===== config.mk =====
export PLATFORM = sky130hd
export DESIGN_NAME = apb_front
export DESIGN_NICKNAME = d
export VERILOG_FILES = /design/src/design/cache_pkg.sv /design/src/design/apb_front.sv
export SDC_FILE = /design/constraint.sdc
export NUM_CORES = 1
export LEC_CHECK = 0
export BUFFER_PORTS_ARGS = -buffer_cell sky130_fd_sc_hd__buf_2
export CAP_MARGIN = 20
export CORE_MARGIN = 5
export CORE_UTILIZATION = 30
export CTS_CLUSTER_SIZE = 8
export DETAILED_ROUTE_END_ITERATION = 8
export PLACE_DENSITY = 0.75
export SYNTH_ARGS = -nofsm -noshare
export SYNTH_HDL_FRONTEND = slang
export SYNTH_SLANG_ARGS = --single-unit
export TNS_END_PERCENT = 10

===== constraint.sdc =====
create_clock -name rstn -period 1.3 [get_ports rstn]
set_input_delay 0.26 -clock rstn [delete_from_list [all_inputs] [get_ports rstn]]
set_output_delay 0.26 -clock rstn [all_outputs]
set_load 0.02 [all_outputs]

===== src/design/cache_pkg.sv =====
package cache_pkg;

	// byte address and data word
	localparam int addr_w = 12;
	localparam int data_w = 32;

	// cache geometry
	localparam int line_count = 8;
	localparam int index_w = 3;
	localparam int tag_w = 5;
	localparam int word_sel_w = 2;
	localparam int line_words = 1 << word_sel_w;

	// field positions inside a byte address
	localparam int word_lsb = 2; // bits 1..0 must be zero
	localparam int tag_lsb = word_lsb + word_sel_w;
	localparam int index_lsb = tag_lsb + tag_w; // index sits in the top bits

	// backing memory
	localparam int mem_words = 1024;
	localparam int mem_aw = $clog2(mem_words);
	localparam int mem_lat = 3; // req to ack, in cycles
	localparam int lat_w = $clog2(mem_lat);

	typedef enum logic [1:0] {
		fs_idle,
		fs_wait_cache,
		fs_respond
	} front_state_e;

	typedef enum logic [1:0] {
		cs_idle,
		cs_mem_write,
		cs_mem_read,
		cs_fill
	} cache_state_e;

endpackage


===== src/design/apb_front.sv =====
`timescale 1ns/10ps

module apb_front (
	input  logic                         rstn,
	input  logic                         arst_n,
	input  logic                         psel,
	input  logic                         penable,
	input  logic                         pwrite,
	input  logic [cache_pkg::addr_w-1:0] paddr,
	input  logic [cache_pkg::data_w-1:0] pwdata,
	output logic [cache_pkg::data_w-1:0] prdata,
	output logic                         pready,
	output logic                         pslverr,
	output logic                         cpu_req,
	output logic                         cpu_we,
	output logic [cache_pkg::addr_w-1:0] cpu_addr,
	output logic [cache_pkg::data_w-1:0] cpu_wdata,
	input  logic                         cpu_done,
	input  logic [cache_pkg::data_w-1:0] cpu_rdata
);

	cache_pkg::front_state_e state;
	logic [cache_pkg::data_w-1:0] rdata_q;
	logic access;
	logic aligned;
	logic bad_access;

	assign access = psel && penable;
	assign aligned = (paddr[cache_pkg::word_lsb-1:0] == '0);
	assign bad_access = (state == cache_pkg::fs_idle) && access && !aligned;

	// one request per transfer, launched in the first access cycle
	assign cpu_req = (state == cache_pkg::fs_idle) && access && aligned;
	assign cpu_we = pwrite;
	assign cpu_addr = paddr;
	assign cpu_wdata = pwdata;

	assign pready = (state == cache_pkg::fs_respond) || bad_access;
	assign pslverr = bad_access; // cache never sees it
	assign prdata = rdata_q;

	always_ff @(posedge rstn or negedge arst_n) begin
		if (!arst_n) begin
			state <= cache_pkg::fs_idle;
		end else begin
			case (state)
				cache_pkg::fs_idle: begin
					if (cpu_req) begin
						state <= cache_pkg::fs_wait_cache;
					end
				end
				cache_pkg::fs_wait_cache: begin
					if (cpu_done) begin
						state <= cache_pkg::fs_respond;
					end
				end
				cache_pkg::fs_respond: begin
					state <= cache_pkg::fs_idle; // pready for one cycle
				end
				default: begin
					state <= cache_pkg::fs_idle;
				end
			endcase
		end
	end

	always_ff @(posedge rstn) begin
		if (state == cache_pkg::fs_wait_cache && cpu_done) begin
			rdata_q <= cpu_rdata;
		end
	end

	a_pready_in_access: assert property (@(posedge rstn) disable iff (!arst_n)
		pready |-> (psel && penable));

endmodule


==> results.md <==
* Die W at around 79 um
* Sequential fraction of the synthesis area at 70.3%
* Share of layout cells above drive strength 1 at 70.7%
* CP Capture Type: output pin
* R2R setup slack at approximately 50 ps
* Syn nets at about 170
* ANT cells at 0
* Max_cap viols at 0
* DR pass1 iterations at 4
* # H-tree levels at 2
* P per Cell Area at 1230 mW/mm^2
* Largest net degree at the start of global routing at 17
* Status: complete, but fails checks
* Final Util at a little under two fifths
* Chip height at ~79 um
* Clk Latency, worst-skew pair at ~280 ps
* Initial antenna violation count at 0
* Crit start category: register
* Layout area overhead at 20.5%
* Rel. slew slack at between 80 and 90%
* Mean post-synth cell area at ~16 um^2
* PortBufs at 75
* Peak supply drop at ~0.34 mV
* Min Hold Slack at approximately 150 ps
* Final setup violation count at 3
* Fmax at just under 0.7 GHz
* Vias post-DR at 792
* GRT Overall Usage at approximately an eighth
* Final Power at ~2.1 mW
* Worst Path Class, Setup: register to output pin
* Core Area at roughly 0.0047 mm^2
* CP required at between 1000 and 1500 ps
* Wl on met1 at about 1200 um
* ANT nets after route at 0
* WL met3 at 773 um
* Most frequent cells in the layout: buf_2, edfxtp_1, clkbuf_8, buf_4
* DRT iter0 DRCs at 12
* Unrepaired setup endpoints after global routing: true
* Clock sink count at 34
* Leakage at 0.728 nW
* Vias in the first global route at 820
* Synthesized flop and latch total at 34
* Placer Congestion at 0.690
* Die area at 0.00628 mm^2
* Violated checks: setup timing
* Vias per inst at about 4.2
* Worst Path Arrival at approximately 1200 ps
* First-pass GRT wire length at between 5000 and 6000 um
* Hold WC Path Type: input pin to register
* Area after DPL at 0.00159 mm^2
* Final Skew at ~7.2 ps
* WL met2 at ~1900 um
* Worst Slack Setup Final at -174 ps
* Clk slew on worst S/H paths at roughly 70 ps
* CTS max path bufs at 2
* Setup_tns at -481 ps
* Routed WL at ~3900 um
* Fin cells at ~190
* Root buffer cell: clkbuf_8
* Hold Vio Cnt, Final at 0
* Cell Rows at 25
* Syn Std Cell Area at ~0.0014 mm^2
* WL/cell at 20.8 um
* Initial Util at between 30% and 40%
* Slew @ Worst Pin at ~220 ps
* CTS tree: done
* Cell count after synthesis at 89
* Min Tclk post-route at roughly 1500 ps
* Yosys warns at 0
* Highest routing layer actually used: met4
* Total congestion overflow at 0
* Yosys cell types at 11
* DRC at 0
* Placed insts at 175
* Layout Nets at 214
* Place WS at between 20 and 30 ps
* TritonCTS buffer count at 5
* Fillers at roughly 460
* Final Cycle Share at 113%
* Detail Placement HPWL at between 3000 and 4000 um
* # IOs at between 150 and 200
* Largest fanout on the critical path at 4
* Cell area after layout at ~0.0017 mm^2
* Fin. max-slew vios at 0
* Commonest non-fill, non-tap cell in the layout: buf_2
## layout make-up
type | count | area, um^2 | share of cell area, %
Clock buffer | 6 | 72.6 | 4.19
Clock inverter | 2 | 8.76 | 0.506
Inverter | 1 | 6.26 | 0.361
Multi-Input combinational cell | 9 | 103 | 5.92
Sequential cell | 34 | 1010 | 58.4
Tap cell | 54 | 67.6 | 3.90
Timing Repair Buffer | 81 | 463 | 26.7
## final timing paths
check / start / depth (start not counted) / to
max: state[0] / 3 / pready
min: cpu_rdata[14] / 1 / prdata[14]
max reg2reg: state[1] / 4 / prdata[0]
min reg2reg: state[1] / 3 / state[0]
max in group asynchronous: arst_n / 2 / state[0]
min in group asynchronous: arst_n / 2 / state[1]
## power by group
part	leakage, nW	total, mW	internal (mW)	switching (mW)
registers	0.317	1.23	1.23	0.00610
clock network	0.0426	0.711	0.367	0.344
logic	0.368	0.193	0.0947	0.0980
## cell usage after synthesis
| cell | count | area share (%) |
|---|---|---|
| or2b_1 | 1 | 0.52 |
| nand4bb_4 | 1 | 1.9 |
| nor3_1 | 1 | 0.35 |
| edfxtp_1 | 32 | 67 |
| buf_4 | 45 | 23 |
| dfrtp_1 | 2 | 3.5 |
| nor2_1 | 2 | 0.52 |
| o22ai_1 | 1 | 0.44 |
| and3_2 | 2 | 1.0 |
| o32ai_2 | 1 | 1.1 |
| inv_1 | 1 | 0.26 |
## kinds of logic after synthesis
group           Yosys count  synth area share, %
flops                    34                 70.3
simple gates              7                 4.35
buf+inv                  46                 23.8
compound gates            2                 1.57
## state kept, by name (all words and copies together) (netlist names)
register / cells
prdata: 32
state: 2
## critical path: stages (launching register included)
cell,delay [ps]
dfrtp_1,380
nand4bb_4,270
o22ai_2,150
buf_6,140
## routing by layer
metal	vias to the layer above	track usage, %
li1	348	-
met1	349	10.5
met2	82	19.4
met3	13	10.8
met4	0	4.98
met5	-	1.82
## timing repair
item | 4_1_cts | 5_1_grt
hold endpoints to repair | 2 | 0
buffers inserted | 2 | 1
pin swaps | 1 | 1
endpoints found under the setup margin | 3 | 32
hold buffers | 1 | 0
gates resized for setup | 5 | 4
No activity file was read; power rests on OpenSTA's default activity.
