### src/design/cache_pkg.sv
package cache_pkg;

	// byte address and data word
	localparam int addr_w = 12;
	localparam int data_w = 32;

	// cache geometry
	localparam int line_count = 8;
	localparam int index_w = 3;
	localparam int tag_w = 5;
	localparam int word_sel_w = 2;
	localparam int line_words = 1 << word_sel_w;

	// field positions inside a byte address
	localparam int word_lsb = 2; // bits 1..0 must be zero
	localparam int tag_lsb = word_lsb + word_sel_w;
	localparam int index_lsb = tag_lsb + tag_w; // index sits in the top bits

	// backing memory
	localparam int mem_words = 1024;
	localparam int mem_aw = $clog2(mem_words);
	localparam int mem_lat = 3; // req to ack, in cycles
	localparam int lat_w = $clog2(mem_lat);

	typedef enum logic [1:0] {
		fs_idle,
		fs_wait_cache,
		fs_respond
	} front_state_e;

	typedef enum logic [1:0] {
		cs_idle,
		cs_mem_write,
		cs_mem_read,
		cs_fill
	} cache_state_e;

endpackage

### src/design/cache_ctrl.sv
`timescale 1ns/10ps

module cache_ctrl (
	input  logic                         rstn,
	input  logic                         arst_n,
	input  logic                         cpu_req,
	input  logic                         cpu_we,
	input  logic [cache_pkg::addr_w-1:0] cpu_addr,
	input  logic [cache_pkg::data_w-1:0] cpu_wdata,
	output logic                         cpu_done,
	output logic [cache_pkg::data_w-1:0] cpu_rdata,
	output logic                         mem_req,
	output logic                         mem_we,
	output logic [cache_pkg::mem_aw-1:0] mem_addr,
	output logic [cache_pkg::data_w-1:0] mem_wdata,
	input  logic                         mem_ack,
	input  logic [cache_pkg::data_w-1:0] mem_rdata
);

	cache_pkg::cache_state_e state;

	// per line: tag, word valid bits, data words
	logic [cache_pkg::tag_w-1:0] tag_mem [cache_pkg::line_count];
	logic [cache_pkg::line_words-1:0] valid_q [cache_pkg::line_count];
	logic [cache_pkg::data_w-1:0] data_mem [cache_pkg::line_count][cache_pkg::line_words];

	logic [cache_pkg::addr_w-1:0] req_addr;
	logic [cache_pkg::data_w-1:0] req_wdata;
	logic pend; // request accepted, done not yet given

	logic [cache_pkg::index_w-1:0] cpu_idx;
	logic [cache_pkg::tag_w-1:0] cpu_tag;
	logic [cache_pkg::word_sel_w-1:0] cpu_word;
	logic hit;
	logic accept;

	logic wr_now;
	logic fill_now;
	logic upd_en;
	logic [cache_pkg::addr_w-1:0] upd_addr;
	logic [cache_pkg::data_w-1:0] upd_data;
	logic [cache_pkg::index_w-1:0] upd_idx;
	logic [cache_pkg::tag_w-1:0] upd_tag;
	logic [cache_pkg::word_sel_w-1:0] upd_word;
	logic [cache_pkg::line_words-1:0] upd_bit;

	assign cpu_idx = cpu_addr[cache_pkg::index_lsb +: cache_pkg::index_w];
	assign cpu_tag = cpu_addr[cache_pkg::tag_lsb +: cache_pkg::tag_w];
	assign cpu_word = cpu_addr[cache_pkg::word_lsb +: cache_pkg::word_sel_w];

	assign hit = valid_q[cpu_idx][cpu_word] && (tag_mem[cpu_idx] == cpu_tag);
	assign accept = (state == cache_pkg::cs_idle) && cpu_req;

	// one update port, used by cpu writes and by read fills
	assign wr_now = accept && cpu_we;
	assign fill_now = (state == cache_pkg::cs_mem_read) && mem_ack;
	assign upd_en = wr_now || fill_now;
	assign upd_addr = fill_now ? req_addr : cpu_addr;
	assign upd_data = fill_now ? mem_rdata : cpu_wdata;
	assign upd_idx = upd_addr[cache_pkg::index_lsb +: cache_pkg::index_w];
	assign upd_tag = upd_addr[cache_pkg::tag_lsb +: cache_pkg::tag_w];
	assign upd_word = upd_addr[cache_pkg::word_lsb +: cache_pkg::word_sel_w];
	assign upd_bit = cache_pkg::line_words'(1) << upd_word;

	// memory side follows the state
	assign mem_req = (state == cache_pkg::cs_mem_write) || (state == cache_pkg::cs_mem_read);
	assign mem_we = (state == cache_pkg::cs_mem_write);
	assign mem_addr = req_addr[cache_pkg::addr_w-1:cache_pkg::word_lsb];
	assign mem_wdata = req_wdata;

	always_ff @(posedge rstn or negedge arst_n) begin
		if (!arst_n) begin
			for (int i = 0; i < cache_pkg::line_count; i++) begin
				valid_q[i] <= '0;
			end
		end else if (upd_en) begin
			if (tag_mem[upd_idx] == upd_tag) begin
				valid_q[upd_idx] <= valid_q[upd_idx] | upd_bit;
			end else begin
				valid_q[upd_idx] <= upd_bit; // new tag drops the other words
			end
		end
	end

	always_ff @(posedge rstn) begin
		if (upd_en) begin
			tag_mem[upd_idx] <= upd_tag;
			data_mem[upd_idx][upd_word] <= upd_data;
		end
	end

	always_ff @(posedge rstn) begin
		if (accept) begin
			req_addr <= cpu_addr;
			req_wdata <= cpu_wdata;
			cpu_rdata <= data_mem[cpu_idx][cpu_word]; // only used on a hit
		end
		if (fill_now) begin
			cpu_rdata <= mem_rdata;
		end
	end

	always_ff @(posedge rstn or negedge arst_n) begin
		if (!arst_n) begin
			state <= cache_pkg::cs_idle;
			cpu_done <= 1'b0;
			pend <= 1'b0;
		end else begin
			cpu_done <= 1'b0;
			if (cpu_done) begin
				pend <= 1'b0;
			end
			case (state)
				cache_pkg::cs_idle: begin
					if (cpu_req) begin
						pend <= 1'b1;
						if (cpu_we) begin
							state <= cache_pkg::cs_mem_write; // write-through
						end else if (hit) begin
							cpu_done <= 1'b1;
						end else begin
							state <= cache_pkg::cs_mem_read;
						end
					end
				end
				cache_pkg::cs_mem_write: begin
					if (mem_ack) begin
						cpu_done <= 1'b1;
						state <= cache_pkg::cs_idle;
					end
				end
				cache_pkg::cs_mem_read: begin
					if (mem_ack) begin
						cpu_done <= 1'b1;
						state <= cache_pkg::cs_fill;
					end
				end
				cache_pkg::cs_fill: begin
					state <= cache_pkg::cs_idle; // line updated, done out
				end
				default: begin
					state <= cache_pkg::cs_idle;
				end
			endcase
		end
	end

	a_mem_req_hold: assert property (@(posedge rstn) disable iff (!arst_n)
		mem_req && !mem_ack |=> mem_req && $stable(mem_addr));

	a_done_pending: assert property (@(posedge rstn) disable iff (!arst_n)
		cpu_done |-> pend);

endmodule

### config.mk
export PLATFORM = sky130hd
export DESIGN_NAME = cache_ctrl
export DESIGN_NICKNAME = d
export VERILOG_FILES = /design/src/design/cache_pkg.sv /design/src/design/cache_ctrl.sv
export SDC_FILE = /design/constraint.sdc
export NUM_CORES = 1
export LEC_CHECK = 0
export BUFFER_PORTS_ARGS = -buffer_cell sky130_fd_sc_hd__buf_2
export CELL_PAD_IN_SITES_DETAIL_PLACEMENT = 1
export CELL_PAD_IN_SITES_GLOBAL_PLACEMENT = 2
export CORE_ASPECT_RATIO = 0.6
export CORE_UTILIZATION = 53
export DETAILED_ROUTE_END_ITERATION = 8
export PLACE_DENSITY_LB_ADDON = 0.1
export SYNTH_ARGS = -nofsm -noshare
export SYNTH_HDL_FRONTEND = slang
export SYNTH_SLANG_ARGS = --single-unit
### constraint.sdc
create_clock -name rstn -period 11.7 [get_ports rstn]
set_clock_uncertainty 0.2 [all_clocks]
set_input_delay 1.755 -clock rstn [delete_from_list [all_inputs] [get_ports rstn]]
set_output_delay 1.755 -clock rstn [all_outputs]
set_load 0.005 [all_outputs]
==> results of run 1 <==
[power by group through the flow]
stage	clock [mW]	combinational, mW	sequential, mW
2_1_floorplan	0	0.727	5.20
3_3_place_gp	0	1.15	5.21
3_5_place_dp	0	1.22	5.23
4_1_cts	3.60	1.22	5.14
5_1_grt	3.72	1.31	5.15
6_report	3.55	1.23	5.14
[worst register-to-register path: cells and delay by family, from the launching register on]
family	cells	cell delay, ps
compound gates	1	570
fa+ha+maj	1	420
flops	1	420
buf+inv	3	1090
simple gates	4	2130
[sequential cells by signal, summed over array words and instances (netlist names)]
register   count
cpu_rdata     32
valid_q       32
cpu_done       1
mem_wdata     32
req_addr      10
data_mem    1024
state          2
tag_mem       40
[kinds of logic (layout without fill, tap and decap cells)]
group / after synthesis / count (layout) / share of synthesized area [%]
AND/OR/NAND/NOR: 253 / 253 / 2.33
AO/OA/AOI/OAI: 169 / 169 / 2.73
flip-flops: 1173 / 1173 / 75.7
multiplexers: 399 / 399 / 17.7
adder cells (fa/ha/maj): 4 / 4 / 0.108
XOR/XNOR: 8 / 8 / 0.151
buffers and inverters: 126 / 410 / 1.32
[path summary, 6_finish.rpt]
check	from	endpoint	depth (start not counted)
setup / recovery	cpu_addr[10]	cpu_rdata[29]	7
hold / removal	valid_q[4]	valid_q[4]	2
setup reg to reg	state[0]	data_mem[4][50]	9
hold reg to reg	valid_q[4]	valid_q[4]	2
max in group asynchronous	arst_n	valid_q[25]	1
min in group asynchronous	arst_n	state[1]	1
[placed cells by master, fill, tap and decap left out, types with 15 or more instances in the layout]
| cell | n |
|---|---|
| nor2_1 | 17 |
| bufinv_16 | 15 |
| clkinv_1 | 19 |
| mux4_2 | 334 |
| nor2_4 | 32 |
| clkbuf_1 | 20 |
| o21ai_0 | 32 |
| a21oi_1 | 41 |
| nand2_1 | 156 |
| edfxtp_1 | 1138 |
| buf_2 | 151 |
| clkbuf_16 | 108 |
| o31ai_2 | 31 |
| o22ai_1 | 16 |
| buf_4 | 49 |
| clkinv_2 | 19 |
| mux2i_1 | 62 |
| dfrtp_1 | 35 |
[area by class of cell]
type,count,area [um^2]
flip-flops and latches,1173,35000
fillers,7093,33800
multi-input cells,833,10900
clock buffers,130,2810
well taps,1147,1440
repair buffers,205,1200
clock inverters,61,689
inverters,14,52.6
[per-layer routing]
layer	GRT usage, %	vias up	part of all wire, %
met5	0	-	0
li1	-	9365	-
met3	4.95	156	7.2
met4	6.37	0	1.9
met2	43.4	960	47
met1	42.5	12900	44
==> results.json, run 1 <==
{
  "drive_gt1_share_pct": 32.1,
  "drcViolationCount": 4,
  "pwr-share-seq_pct": 51.8,
  "rows": 83,
  "period_minus_slack_ps": 5560,
  "root_buffer": "clkbuf_16",
  "cts_sinks": 1173,
  "path_delay_family": "buffers and inverters",
  "instances_no_fill": 3563,
  "p_sw_share_pct": 25.0,
  "p_sw_mw": 2.48,
  "drt_iter0_drc": 2779,
  "critPathSlowestCell": "buf_4",
  "area_growth_pct": 12.6,
  "dpl.cell_count": 3372,
  "fin_util_pct": 60.7,
  "cts_setup_buffers": 0,
  "grt_start_max_net_pins": 114,
  "setup_tns_ps": 0,
  "combPwrFrac_pct": 12.4,
  "die_area_mm2": 0.0886,
  "place_area_mm2": 0.0487,
  "tightest_slew_ps": 1150,
  "antenna_found_initial": 2,
  "yosys-top-cells-count": "edfxtp_1 (1138), mux4_2 (334), nand2_1 (158)",
  "fin_crit_sh_pct": 47.5,
  "hold_slack_ps": 336,
  "leakage_nw": 16.8,
  "p_clk_share_pct": 35.8,
  "setup_violations": 0,
  "die_w_um": 384,
  "status": "finished with violations",
  "regToRegSetupSlack_ps": 6510,
  "gp_congestion": 0.807,
  "cts_tree": "yes",
  "grt_first_pass_wirelength_um": 174000,
  "synth_cell_types": 56,
  "ys_ff_latch": 1173,
  "violations": "DRC",
  "gr-total-overflow": 0,
  "dr.pass1.iters": 9,
  "criticalPathCategory": "in -> reg",
  "nNetsFinal": 2416,
  "fin_ws_ps": 6140,
  "vias": 23400,
  "ys_top_cells_by_area": "edfxtp_1 (74%), mux4_2 (16%), dfrtp_1 (1.9%)",
  "hp-class": "reg -> reg",
  "syn_avg_cell_area_um2": 21.7,
  "core_mm2": 0.0860,
  "synth_top_area_cell": "edfxtp_1",
  "end_kind": "flop",
  "final-max-slew-violation-count": 0,
  "cp-start-kind": "input port",
  "crit_arrival_ps": 5770,
  "p_per_area_mw_per_mm2": 190,
  "clk_latency_ps": 700,
  "pre_cts_ws_ps": 5430,
  "ys.flop_type": "edfxtp_1",
  "netlist_instances": 2132,
  "slowest_delay_ps": 840,
  "rsz0062_at_grt": "false",
  "synth_top_area_share_pct": 73.8,
  "hpwl_um": 64800,
  "async_reset_ff_share_pct": 2.98,
  "critPathRequiredTime_ps": 11920,
  "syn_area_mm2": 0.0463,
  "ctsHoldBuffers": 0,
  "die_h_um": 231,
  "start_util_pct": 53.9,
  "drt_wl_total_um": 123000,
  "grt_pass1_vias": 23900,
  "grt_util_all_layers_pct": 28.1,
  "ant_nets": 0,
  "hold_violations": 0,
  "cts_max_level": 3,
  "crit_chain": "buf_8, buf_4, buf_4, mux4_2, mux4_2, mux2i_1, o21ai_0",
  "crit_buf_inv": 3,
  "ctsResizeCount": 0,
  "yosysMostFrequentCell": "edfxtp_1",
  "routedWlPerCell_um": 34.5,
  "final_area_mm2": 0.0522,
  "via_per_inst": 6.56,
  "cts.clk_slew.worst_paths_ps": 70,
  "peakVddDrop_mv": 0.145,
  "internal_power_mw": 7.44,
  "cts_buffers": 104,
  "crit_fanout": 113,
  "portBuffers": 155,
  "yosysWarnings": 0,
  "fmax_ghz": 0.180,
  "ios": 158,
  "maxSlewHeadroom_pct": 23.5,
  "synthesis.nets": 2217,
  "total_power_mw": 9.92,
  "num_antenna_cells": 0,
  "ys_seq_area_share_pct": 75.7,
  "drv_cap": 0,
  "cts_buffer_depth": 3,
  "synth_edf_count": 1138
}
Power figures use the tool's default switching activity.
==> inputs of run 2 (changes only) <==
--- a/config.mk
+++ b/config.mk
@@ -5,11 +5,12 @@
 export SDC_FILE = /design/constraint.sdc
 export NUM_CORES = 1
 export LEC_CHECK = 0
+export ABC_AREA = 1
 export BUFFER_PORTS_ARGS = -buffer_cell sky130_fd_sc_hd__buf_2
 export CELL_PAD_IN_SITES_DETAIL_PLACEMENT = 1
 export CELL_PAD_IN_SITES_GLOBAL_PLACEMENT = 2
 export CORE_ASPECT_RATIO = 0.6
-export CORE_UTILIZATION = 53
+export CORE_UTILIZATION = 44
 export DETAILED_ROUTE_END_ITERATION = 8
 export PLACE_DENSITY_LB_ADDON = 0.1
 export SYNTH_ARGS = -nofsm -noshare
==> constraint.sdc (replaced) <==
create_clock -name rstn -period 5.63 [get_ports rstn]
set_clock_uncertainty 0.2 [all_clocks]
set_input_delay 0.8445 -clock rstn [delete_from_list [all_inputs] [get_ports rstn]]
set_output_delay 0.8445 -clock rstn [all_outputs]
set_load 0.005 [all_outputs]
==> run 2 against run 1 <==
Against the previous run: the flow now finishes without violations; routed wire length increased by 30%; power increased by 110%; combinational power rose by 140%; design area grew 2.3%; non-clock buffer count rose by 35; first-iteration DRC count rose by 34%; worst hold slack got worse by 230 ps; final cell count grew 48%; die area is 23% higher; register-to-register slack got worse by 5500 ps; area after synthesis up 1.9%; critical path depth increased by 5; highest routed layer is now met5.
==> results.json, run 2 <==
{
  "nNetsFinal": 3876,
  "rows": 92,
  "die_w_um": 425,
  "met2_usage_pct": 41.2,
  "top_register": "data_mem",
  "crit_buf_inv": 4,
  "netlist_instances": 3689,
  "routedWlPerCell_um": 30.3,
  "path_delay_family": "simple AND/OR/NAND/NOR gates",
  "synth_top_area_cell": "edfxtp_1",
  "globalRoute.busiestLayer": "met1",
  "grt_use_met3_pct": 8.10,
  "core_mm2": 0.106,
  "gr-total-overflow": 0,
  "root_buffer": "clkbuf_16",
  "met1_usage_pct": 44.4,
  "regToRegSetupSlack_ps": 990,
  "rr_worst_depth": 12,
  "grt_first_pass_wirelength_um": 229000,
  "reg.largest.list": "data_mem (1024), tag_mem (40)",
  "criticalPathCategory": "reg -> reg",
  "ys_seq_area_share_pct": 74.3,
  "area_growth_pct": 13.0,
  "multi_input_area_mm2": 0.0109,
  "yosysWarnings": 0,
  "final_cell_mix": "edfxtp_1 (1138), nor2_1 (557), o21ai_0 (551)",
  "grt_pass1_vias": 32300,
  "crit_fanout": 30,
  "slowest_delay_ps": 650,
  "hp-class": "in -> reg",
  "cts_max_level": 3,
  "final-max-slew-violation-count": 0,
  "end_kind": "flop",
  "leakage_nw": 18.0,
  "ant_nets": 0,
  "final_area_mm2": 0.0533,
  "syn_avg_cell_area_um2": 12.8,
  "synth_edf_count": 1138,
  "pwr-share-seq_pct": 51.0,
  "cts.clk_slew.worst_paths_ps": 70,
  "drt_wl_total_um": 160000,
  "instances_no_fill": 5290,
  "cts_sinks": 1173,
  "crit_arrival_ps": 4800,
  "ios": 158,
  "period_minus_slack_ps": 4640,
  "combPwrFrac_pct": 13.9,
  "cts_tree": "yes",
  "clk_latency_ps": 740,
  "maxSlewHeadroom_pct": 14.4,
  "p_sw_share_pct": 27.5,
  "ctsResizeCount": 0,
  "yosys-top-cells-count": "edfxtp_1 (1138), nor2_1 (591), o21ai_0 (551)",
  "drv_cap": 0,
  "fill_cells": 10600,
  "portBuffers": 155,
  "seq_area_mm2": 0.0350,
  "cts_buffers": 109,
  "yosysMostFrequentCell": "edfxtp_1",
  "setup_tns_ps": 0,
  "critPathSlowestCell": "nor2_1",
  "peakVddDrop_mv": 0.256,
  "synth_top_area_share_pct": 72.4,
  "ctsHoldBuffers": 0,
  "die_h_um": 256,
  "start_util_pct": 44.7,
  "hpwl_um": 91100,
  "layout_commonest_cell": "edfxtp_1",
  "hold_violations": 0,
  "whs_endpoint": "req_addr[6]",
  "gp_congestion": 0.914,
  "drive_gt1_share_pct": 11.7,
  "place_area_mm2": 0.0499,
  "drcViolationCount": 0,
  "cts_buffer_depth": 3,
  "cts_setup_buffers": 0,
  "grt_util_all_layers_pct": 29.4,
  "dpl.cell_count": 5090,
  "grt_start_max_net_pins": 235,
  "drt_iter0_drc": 3736,
  "p_clk_share_pct": 35.0,
  "hold_depth": 1,
  "dr.pass1.iters": 5,
  "fin_ws_ps": 993,
  "largest_register_ff_count": 1024,
  "fin_crit_sh_pct": 82.4,
  "ys_ff_latch": 1173,
  "cp-start-kind": "flop",
  "status": "finished clean",
  "setup_violations": 0,
  "r2r-start": "state[0]",
  "synthesis.nets": 3774,
  "crit_chain": "inv_1, ha_1, nand2_8, nand2_1, nand2_2, nor2_1, nand2_1, nor2_1, buf_4, inv_2, nor2_4, buf_4",
  "tightest_slew_ps": 1280,
  "die_area_mm2": 0.109,
  "p_per_area_mw_per_mm2": 395,
  "antenna_found_initial": 8,
  "vias": 32100,
  "holdCritStartpoint": "cpu_addr[6]",
  "async_reset_ff_share_pct": 2.98,
  "pre_cts_ws_ps": 1040,
  "synth_cell_types": 34,
  "fmax_ghz": 0.216,
  "via_per_inst": 6.07,
  "p_sw_mw": 5.79,
  "ys_top_cells_by_area": "edfxtp_1 (72%), o21ai_0 (5.8%), nor2_1 (4.7%)",
  "rsz0062_at_grt": "false",
  "r2r-end": "data_mem[0][45]",
  "internal_power_mw": 15.3,
  "ys.flop_type": "edfxtp_1",
  "syn_area_mm2": 0.0472,
  "hold_slack_ps": 104,
  "critPathRequiredTime_ps": 5790
}
## run 2: cell types whose count changed in the layout (fill, tap and decap cells not counted), sizes merged, moves of 16 or more
cell    change
nand3     +190
inv       +102
mux4      -334
a21oi      -16
o31ai      -35
nand2     +275
o211ai     +48
o221ai    +199
mux2i      -63
buf        +34
nor2      +546
o21ai     +522
o22ai      +38
## run 2: worst max path at each step
stage | start | slack (ps) | cells past startpoint | endpoint
2_1_floorplan | cpu_addr[11] | 1350 | 9 | data_mem[5][0]
3_3_place_gp | mem_ack | 1170 | 11 | data_mem[0][68]
3_5_place_dp | mem_ack | 1040 | 10 | data_mem[7][118]
4_1_cts | state[0] | 1090 | 11 | data_mem[7][118]
5_1_grt | state[0] | 820 | 11 | data_mem[7][97]
6_report | state[0] | 990 | 12 | data_mem[0][45]
## run 2: final cells by class
| class | instances | area share, % |
|---|---|---|
| Antenna cell | 2 | 0.00938 |
| Sequential cell | 1173 | 65.7 |
| Inverter | 115 | 0.856 |
| Clock buffer | 134 | 5.41 |
| Timing Repair Buffer | 240 | 3.15 |
| Tap cell | 1410 | 3.31 |
| Multi-Input combinational cell | 2152 | 20.5 |
| Clock inverter | 64 | 1.08 |
## run 2: routing by layer
| layer | share of wire (%) | vias to the layer above |
|---|---|---|
| met3 | 9.4 | 236 |
| met4 | 2.9 | 6 |
| met1 | 46 | 16700 |
| met2 | 42 | 1307 |
| met5 | 0.022 | - |
| li1 | - | 13900 |
## run 2: cell families (layout without fill, tap and decap cells)
logic type,Yosys count,count (layout),share of synthesized area (%)
adders and majority gates,4,4,0.106
buffers and inverters,364,553,3.14
DFF,1173,1173,74.3
AOI/OAI and AO/OA,907,907,11.7
and+or+nand+nor,1241,1241,10.8
other,0,2,0
## run 2: worst register-to-register path: stages, from the launching register on
cell and delay (ps):
dfrtp_1 420, inv_1 110, ha_1 500, nand2_8 250, nand2_1 150, nand2_2 220, nor2_1 660, nand2_1 340
nor2_1 180, buf_4 290, inv_2 230, nor2_4 130, buf_4 560
## run 2: power groups by stage
| stage | Combinational, mW | Clock, mW | Sequential, mW |
|---|---|---|---|
| floorplan | 1.54 | 0 | 10.8 |
| global placement | 2.76 | 0 | 10.9 |
| detailed placement | 2.89 | 0 | 10.9 |
| CTS | 2.90 | 7.49 | 10.8 |
| global route | 3.18 | 7.77 | 10.8 |
| finish | 2.94 | 7.38 | 10.8 |
## run 2: per-stage QoR
| step | utilization, % | power, mW |
|---|---|---|
| finish | 50.5 | 21.1 |
| global route | 50.5 | 21.7 |
| CTS | 50.5 | 21.1 |
| detailed placement | 47.2 | 13.8 |
| global placement | 47.2 | 13.7 |
| floorplan | - | 12.4 |
